===== config.mk =====
export PLATFORM = sky130hd
export DESIGN_NAME = jtag_dbg_top
export DESIGN_NICKNAME = d
export VERILOG_FILES = /design/src/hdl/jtag_pkg.sv /design/src/hdl/dbg_pkg.sv /design/src/hdl/dbg_mailbox.sv /design/src/hdl/dr_shifter.sv /design/src/hdl/jtag_dbg_top.sv /design/src/hdl/tck_sampler.sv
export SDC_FILE = /design/constraint.sdc
export NUM_CORES = 1
export LEC_CHECK = 0
export BUFFER_PORTS_ARGS = -buffer_cell sky130_fd_sc_hd__buf_4
export CAP_MARGIN = 20
export CORE_ASPECT_RATIO = 0.5
export CORE_MARGIN = 2
export CORE_UTILIZATION = 45
export DETAILED_ROUTE_END_ITERATION = 10
export PLACE_DENSITY = 0.77
export SLEW_MARGIN = 20
export SYNTH_ARGS = -nofsm -noshare
export SYNTH_HDL_FRONTEND = slang
export SYNTH_SLANG_ARGS = --single-unit

===== constraint.sdc =====
create_clock -name clk48m -period 3.7 [get_ports clk48m]
set_input_delay 0.185 -clock clk48m [delete_from_list [all_inputs] [get_ports clk48m]]
set_output_delay 0.185 -clock clk48m [all_outputs]
set_load 0.02 [all_outputs]

===== src/hdl/jtag_pkg.sv =====
// pin-side definitions for the JTAG debug bridge
// sampled controller pins, oversampler depth, data register width
`default_nettype none

package jtag_pkg;

	localparam int TCK_SYNC_DEPTH = 4;  // jtck oversampling stages
	localparam int DR_WIDTH       = 32; // bits in the user data register

	// controller pins as seen at one tck edge
	typedef struct packed {
		logic tdi;    // scan data in, lsb first
		logic shift;  // controller sits in shift-dr
		logic update; // high for one tck in update-dr
		logic ce1;    // register picked by IR 0x32
		logic ce2;    // register picked by IR 0x38
	} jtag_pins_t;

endpackage

`default_nettype wire


===== src/hdl/dbg_pkg.sv =====
// debug-side definitions
// finished scan word, its command view, and the user instruction select codes
`default_nettype none

package dbg_pkg;

	// command field sizes, arg takes whatever is left of the register
	localparam int CMD_OP_W   = 8;
	localparam int CMD_ADDR_W = 8;
	localparam int CMD_ARG_W  = jtag_pkg::DR_WIDTH - CMD_OP_W - CMD_ADDR_W;

	// which user instruction put the register in the scan path
	localparam logic SEL_IR32 = 1'b0;
	localparam logic SEL_IR38 = 1'b1;

	// debugger command, op in the top byte
	typedef struct packed {
		logic [CMD_OP_W-1:0]   op;   // command code
		logic [CMD_ADDR_W-1:0] addr; // target register
		logic [CMD_ARG_W-1:0]  arg;  // low half, operand
	} dbg_cmd_t;

	// one scanned word, read raw or as a command
	typedef union packed {
		logic [jtag_pkg::DR_WIDTH-1:0] raw;
		dbg_cmd_t                      cmd;
	} dbg_word_u;

	// finished scan as handed over to the mailbox
	typedef struct packed {
		logic      sel;  // SEL_IR32 or SEL_IR38
		dbg_word_u word;
	} dbg_xfer_t;

endpackage

`default_nettype wire


===== src/hdl/dbg_mailbox.sv =====
// dbg_mailbox: holds the last finished scan for the SOC
// also decodes IR 0x38 scans as debugger commands
`timescale 1ns/10ps
`default_nettype none

module dbg_mailbox (
	input  wire                           clk48m,
	input  wire                           jrstn,
	input  wire                           xfer_strobe,
	input  wire dbg_pkg::dbg_xfer_t       xfer,
	output logic [jtag_pkg::DR_WIDTH-1:0] dbgreg_data,
	output logic                          dbgreg_sel,
	output logic                          dbgreg_strobe,
	output dbg_pkg::dbg_cmd_t             dbg_cmd,
	output logic                          cmd_strobe
);
	import dbg_pkg::*;

	logic is_cmd; // finished word came in under IR 0x38

	assign is_cmd = xfer_strobe && (xfer.sel == SEL_IR38);

	// raw word for the SOC, every scan
	always_ff @(posedge clk48m) begin
		if (!jrstn) begin
			dbgreg_data   <= '0;
			dbgreg_sel    <= SEL_IR32;
			dbgreg_strobe <= 1'b0;
		end else begin
			dbgreg_strobe <= xfer_strobe; // plain pulse, SOC takes it or loses it
			if (xfer_strobe) begin
				dbgreg_data <= xfer.word.raw; // overwrite, no back-pressure
				dbgreg_sel  <= xfer.sel;
			end
		end
	end

	// command view of the same word
	// only IR 0x38 scans load it, so
	// a later IR 0x32 scan leaves the last command in place
	always_ff @(posedge clk48m) begin
		if (!jrstn) begin
			dbg_cmd    <= '0;
			cmd_strobe <= 1'b0;
		end else begin
			cmd_strobe <= is_cmd; // lines up with dbgreg_strobe
			if (is_cmd) begin
				dbg_cmd <= xfer.word.cmd; // op, addr, arg split by the union
			end
		end
	end

endmodule

`default_nettype wire


===== src/hdl/dr_shifter.sv =====
// dr_shifter module holding the 32-bit user data register of the debug port
// tracks which user instruction selected it and captures the word on update
`timescale 1ns/10ps
`default_nettype none

module dr_shifter (
	input  wire                   clk48m,
	input  wire                   jrstn,
	input  wire                   tck_edge,
	input  wire jtag_pkg::jtag_pins_t pins,
	output logic                  xfer_strobe,
	output dbg_pkg::dbg_xfer_t    xfer
);
	import jtag_pkg::*;
	import dbg_pkg::*;

	logic [DR_WIDTH-1:0] dr;          // shift register, tdi enters at the top
	logic                shift_armed; // shift pin as stored at the previous edge
	logic                sel_work;    // select bit of the scan in progress
	logic                upd_edge;    // tck edge inside update-dr

	assign upd_edge = tck_edge && pins.update;

	// control side
	always_ff @(posedge clk48m) begin
		if (!jrstn) begin
			shift_armed <= pins.shift; // follows the shift pin while in reset
			sel_work    <= SEL_IR32;
			xfer_strobe <= 1'b0;
		end else begin
			xfer_strobe <= upd_edge; // one clock after the update edge
			if (tck_edge) begin
				// shift-dr is entered on the tck that raises jshift, so that edge only arms
				shift_armed <= pins.shift;
				if (pins.ce1 || pins.ce2) begin
					sel_work <= pins.ce2 ? SEL_IR38 : SEL_IR32; // ce2 means IR 0x38
				end
			end
		end
	end

	// data side
	always_ff @(posedge clk48m) begin
		if (tck_edge && shift_armed) begin
			dr <= {pins.tdi, dr[DR_WIDTH-1:1]}; // right shift, lsb leaves first
		end
		if (upd_edge) begin
			xfer.word.raw <= dr;       // value before any shift on this edge
			xfer.sel      <= sel_work; // held until the next update
		end
	end

endmodule

`default_nettype wire


===== src/hdl/jtag_dbg_top.sv =====
// jtag_dbg_top: JTAG debug-register bridge
// sampler, data register and mailbox with the wires between them
`timescale 1ns/10ps
`default_nettype none

module jtag_dbg_top (
	input  wire                           clk48m,
	input  wire                           jrstn,
	input  wire                           jtck,
	input  wire                           jtdi,
	input  wire                           jshift,
	input  wire                           jupdate,
	input  wire                           jce1,
	input  wire                           jce2,
	output logic [jtag_pkg::DR_WIDTH-1:0] dbgreg_data,
	output logic                          dbgreg_sel,    // 0 for IR 0x32, 1 for IR 0x38
	output logic                          dbgreg_strobe,
	output dbg_pkg::dbg_cmd_t             dbg_cmd,
	output logic                          cmd_strobe
);
	import jtag_pkg::*;
	import dbg_pkg::*;

	wire             tck_edge;    // one pulse per jtck rise
	wire jtag_pins_t pins;        // pins valid with tck_edge
	wire             xfer_strobe; // scan finished
	wire dbg_xfer_t  xfer;        // finished word and its select

	tck_sampler u_sampler (
		.clk48m   (clk48m),
		.jrstn    (jrstn),
		.jtck     (jtck),
		.jtdi     (jtdi),
		.jshift   (jshift),
		.jupdate  (jupdate),
		.jce1     (jce1),
		.jce2     (jce2),
		.tck_edge (tck_edge),
		.pins     (pins)
	);

	dr_shifter u_shifter (
		.clk48m      (clk48m),
		.jrstn       (jrstn),
		.tck_edge    (tck_edge),
		.pins        (pins),
		.xfer_strobe (xfer_strobe),
		.xfer        (xfer)
	);

	dbg_mailbox u_mailbox (
		.clk48m        (clk48m),
		.jrstn         (jrstn),
		.xfer_strobe   (xfer_strobe),
		.xfer          (xfer),
		.dbgreg_data   (dbgreg_data),
		.dbgreg_sel    (dbgreg_sel),
		.dbgreg_strobe (dbgreg_strobe),
		.dbg_cmd       (dbg_cmd),
		.cmd_strobe    (cmd_strobe)
	);

endmodule

`default_nettype wire


===== src/hdl/tck_sampler.sv =====
// tck_sampler: oversamples the slow JTAG clock in the 48 MHz domain
// gives a one-cycle pulse per jtck rise, plus the controller pins
`timescale 1ns/10ps
`default_nettype none

module tck_sampler (
	input  wire                   clk48m,
	input  wire                   jrstn,
	input  wire                   jtck,
	input  wire                   jtdi,
	input  wire                   jshift,
	input  wire                   jupdate,
	input  wire                   jce1,
	input  wire                   jce2,
	output logic                  tck_edge,
	output jtag_pkg::jtag_pins_t  pins
);
	import jtag_pkg::*;

	logic [TCK_SYNC_DEPTH-1:0] tck_sync; // jtck history, bit 0 is the newest sample

	// jtck is asynchronous, walk it down the chain
	always_ff @(posedge clk48m) begin
		if (!jrstn) begin
			tck_sync <= '0;
		end else begin
			tck_sync <= {tck_sync[TCK_SYNC_DEPTH-2:0], jtck};
		end
	end

	// rise seen at the far end of the chain, i.e. somewhat after the real edge.
	// by then tdi and the control pins have long settled
	assign tck_edge = !tck_sync[TCK_SYNC_DEPTH-1] && tck_sync[TCK_SYNC_DEPTH-2];

	// controller pins, registered every cycle
	always_ff @(posedge clk48m) begin
		pins.tdi    <= jtdi;
		pins.shift  <= jshift;
		pins.update <= jupdate;  // one tck wide at the controller
		pins.ce1    <= jce1;
		pins.ce2    <= jce2;
	end

endmodule

`default_nettype wire


# Word-level counts from Yosys, hierarchy flattened
# Index checks and enable logic that the tools add are counted.
[op_classes]
eq_ne = 1
n_mux = 3
reduce_logical = 7
[op_table]
columns = ["operator", "count"]
rows = [
  ["$logic_and A1 B1 Y1", 4],
  ["$mux W1", 3],
  ["$ne A2 B1 Y1 const B", 1],
  ["$reduce_and A2 Y1", 1],
  ["$logic_not A1 Y1", 1],
  ["$logic_or A1 B1 Y1", 1],
]
[totals]
register_bits = 144
in_bits = 8
out_inout_bits = 67
elab_cells = 30

# Longest topological paths before layout
[logic_depth]
word_depth = 4
depth_mapped = 5
depth_no_buf = 2

# Modules after synthesis
# Synthesis repeated with hierarchy kept, for this count alone.
[hier_totals]
cells_unflattened = 347
area_unflattened_um2 = 4868.4
[by_module_without_submodules]
columns = ["mod", "instances", "cells_per_inst", "area_each_um2", "seq_area_each_um2"]
rows = [
  ["dbg_mailbox", 1, 258, 2590.0, 1341.3],
  ["dr_shifter", 1, 75, 2067.0, 2021.9],
  ["tck_sampler", 1, 14, 211.5, 180.2],
]

# Least setup slack after synthesis
# OpenSTA, ideal clock, no wires.
[synth_timing]
path_type = "register to register"
from = "reg u_sampler.tck_sync[2]"
to = "reg u_shifter.xfer[0] (netlist name)"
setup_ns = 0.393
t_arrival_ns = 1.328
required_time_ns = 3.307
slack_ns = 1.979
path_stages_with_launch = 3
path_buffers = 0
synth_period_minus_slack_ns = 1.721
cell_sequence = "dfxtp_1 > nor2b_1 > and2_1"
[synth_via]
elab_chain_len = 2
[synth_rtl]
columns = ["item", "line_no", "rtl"]
rows = [
  ["from (decl)", "tck_sampler.sv:20", "logic [TCK_SYNC_DEPTH-1:0] tck_sync;"],
  ["from (signal assigned)", "tck_sampler.sv:27", "tck_sync <= {tck_sync[TCK_SYNC_DEPTH-2:0], jtck};"],
  ["$logic_and A1 B1 Y1", "tck_sampler.sv:33", "assign tck_edge = !tck_sync[TCK_SYNC_DEPTH-1] && tck_sync[TCK_SYNC_DEPTH-2];"],
  ["$logic_and A1 B1 Y1", "dr_shifter.sv:22", "assign upd_edge = tck_edge && pins.update;"],
  ["net u_shifter.upd_edge", "dr_shifter.sv:20", "logic upd_edge;"],
]
# The timed path passes the listed nets, and every way through them passes these cells.
# A chain may end at the register's enable or synchronous reset.

# Worst setup path in the final report
[layout_timing]
from = "reg u_shifter.xfer_strobe"
to = "reg u_mailbox.dbg_cmd[11] (netlist name)"
[layout_via]
elab_chain_len = 1
[layout_rtl]
columns = ["item", "line_no", "rtl"]
rows = [
  ["from (decl)", "dr_shifter.sv:11", "output logic xfer_strobe,"],
  ["from (signal assigned)", "dr_shifter.sv:31", "xfer_strobe <= upd_edge;"],
  ["$logic_and A1 B1 Y1", "dbg_mailbox.sv:21", "assign is_cmd = xfer_strobe && (xfer.sel == SEL_IR38);"],
]
# No other way between the ends.

==> metrics.md <==
| Metric | Value |
|---|---|
| Status | `finished, final reports clean` |
| Final hold vios | `0` |
| Clock skew | `0.00727 ns` |
| Mean Syn Cell Area | `14.4 um^2` |
| DP Wirelength | `4970 um` |
| Yosys top cell by area | `edfxtp_1` |
| Static Leak | `2.32 nW` |
| Number of max-cap violations | `0` |
| Highest net fanout along the worst path | `52` |
| Max-slew violations | `0` |
| Number of distinct library cells after synthesis | `23` |
| Post-DRT Antenna Nets | `0` |
| CTS Buf Count | `17` |
| # IOs | `75` |
| Final period util | `43.9%` |
| CTS tree | `built` |
| Peak VDD IR | `0.000346 V` |
| Synth warn | `0` |
| Slew headroom | `51.5%` |
| Most common cell after layout, fill and taps aside | `buf_4` |
| Post-Synth Simple-Gate Area | `8.34%` |
| Min Tclk post-route | `1.62 ns` |
| Chip width | `153 um` |
| Detailed Routing Iterations Pass 1 | `4` |
| Clock root cell | `clkbuf_16` |
| Synthesized cell area | `5010 um^2` |
| Pre-CTS setup slack | `1.93 ns` |
| Hold crit path type | `in2reg` |
| CP endpoint kind | `flop` |
| Data arrival, critical path | `1.89 ns` |
| PD cells | `552 nW/um^2` |
| Synth Area in Compound Gates | `10.4%` |
| Initial cell density of the core | `45.9%` |
| CP bufs+invs | `2` |
| Crit path kind | `reg2reg` |
| Placed Cells | `546` |
| XOR/XNOR share of the synthesized area | `0%` |
| Worst setup margin | `2.08 ns` |
| Initial antenna violation count | `0` |
| Final Wtd Congestion | `0.708` |
| Layout cells sized above 1 | `30.2%` |
| Row cnt | `27` |
| Total wire length | `8780 um` |
| GRT Total Usage | `15.5%` |
| GRT overflow | `0` |
| Port-buffer cells | `74` |
| Wirelength per Cell | `15.0 um` |
| Crit path max-delay family | `flip-flops` |
| Yosys reg bits | `144` |
| TNS Setup | `0 ns` |
| Core area | `10900 um^2` |
| CP peak stage delay | `0.76 ns` |
| Initial drt markers | `151` |
| Most frequent cells in the layout | `buf_4, dfxtp_1, edfxtp_1, mux2i_1, nor2_1` |
| Synth Area in Adders | `0%` |
| Fmax | `0.616 GHz` |
| CTS Sinks | `144` |
| Pin count of the biggest net entering global routing | `97` |
| Seq/Total Area, Yosys | `70.7%` |
| Die Height | `78.6 um` |
| First-pass GRT wire length | `14500 um` |
| Mux share of post-synthesis cell area | `6.59%` |
| Top-area cell type share of the netlist area | `39.6%` |
| Via count | `2845` |
| Most common flop cell mapped by yosys | `dfxtp_1` |
| Final nets | `435` |
| Die area | `12000 um^2` |
| H-tree lvl count | `4` |
| Critical Path, Cell by Cell | `buf_12, buf_4, a21bo_1, a21oi_2` |
| Post-CTS Setup Bufs | `0` |
| Worst-skew pair later-pin latency | `0.41 ns` |
| Synth area leaders | `edfxtp_1, dfxtp_1, mux2i_1` |
| Synth async-reset ratio | `0%` |
| Tightest Pin Transition | `0.727 ns` |
| Fin cells | `585` |
| Area grow syn2layout | `25.2%` |
| Post-synth EDFFs | `66` |
| Antenna diodes | `0` |
| Req. time, crit path | `3.97 ns` |
| Synth Instances | `349` |
| Startpoint Class | `flop` |
| Setup violators final | `0` |
| Reg clk slew, reported paths | `0.06 ns` |
| Clk buf depth | `2` |
| RSZ-0062 raised after global routing | `no` |
| Post_cts resized | `0` |
| Post-Syn Nets | `357` |
| Drt drc | `0` |
| Worst path slowest cell | `dfxtp_4` |
| Vias in the first global route | `2810` |
| Largest family of logic cells by synthesized area | `compound AO/OA/AOI/OAI gates` |
| Routed vias/inst | `4.86` |
repair_timing:
item / CTS / global route
endpoints found under the hold margin: 6 / 0
setup endpoints to repair: 0 / 0
hold buffers: 6 / 0
cell families (layout without fill, tap and decap cells):
logic type             after synthesis  after routing
DFF                                144            144
and+or+nand+nor                     80             80
AOI/OAI and AO/OA                   65             65
muxes                               33             33
buffers and inverters               27            118
layout make-up:
type	count	area [um^2]
clock inverter	11	135
multi-input combinational	178	1270
inverter	1	6.26
sequential	144	3550
tap	145	181
timing repair buffer	85	666
fill	873	4640
clock buffer	21	470
cells in the mapped netlist, types with 4 or more instances:
master and count:
a21bo_1 29, a21oi_1 23, a21oi_2 9, and2_1 7, buf_2 6, buf_4 4
buf_6 7, clkbuf_1 7, dfxtp_1 78, edfxtp_1 66, mux2i_1 33, nand3_1 23
nand3_2 9, nor2_1 33
per-stage QoR:
| step | area (um^2) | power (mW) | util [%] | hold slack (ns) |
|---|---|---|---|---|
| CTS | 6250 | 3.50 | 57.3 | 0.0934 |
| floorplan | 5010 | 1.75 | - | 0.213 |
| global route | 6270 | 3.57 | 57.5 | 0.127 |
| finish | 6270 | 3.46 | 57.5 | 0.106 |
| detailed placement | 5590 | 1.77 | 51.2 | 0.290 |
| global placement | 5590 | 1.77 | 51.2 | 0.290 |
report_power, final:
group          internal (mW)  switching (mW)
sequential              1.67         0.00951
combinational         0.0232          0.0356
clock                   1.11           0.617
routing by layer:
metal	vias up	wire (um)	GRT usage (%)	part of all wire, %
met4	0	111	7.69	1.3
met5	-	0	0	0
met3	10	297	4.09	3.4
met2	52	4170	24.1	47
li1	1405	-	-	-
met1	1378	4200	20.4	48
path summary, 6_finish.rpt:
path              cells after the start                    end  slack (ns)                   from
setup / recovery                      4  u_mailbox.dbg_cmd[11]        2.08  u_shifter.xfer_strobe
hold / removal                        2  u_sampler.tck_sync[3]        0.11                  jrstn
setup reg to reg                      4  u_mailbox.dbg_cmd[11]        2.08  u_shifter.xfer_strobe
hold reg to reg                       0  u_shifter.shift_armed        0.41      u_sampler.pins[3]
worst register-to-register path, stage by stage (launching register included):
cell	delay, ns
dfxtp_4	0.76
buf_12	0.33
buf_4	0.21
a21bo_1	0.12
a21oi_2	0.05
state kept, by name, indices dropped and copies added, names as in the netlist:
name,count
u_sampler.tck_sync,4
u_shifter.dr,32
u_shifter.shift_armed,1
u_mailbox.dbgreg_strobe,1
u_mailbox.cmd_strobe,1
u_mailbox.dbgreg_data,32
u_shifter.xfer,33
u_mailbox.dbg_cmd,32
u_mailbox.dbgreg_sel,1
u_sampler.pins,5
u_shifter.xfer_strobe,1
u_shifter.sel_work,1
No activity file was read; power rests on OpenSTA's default activity.
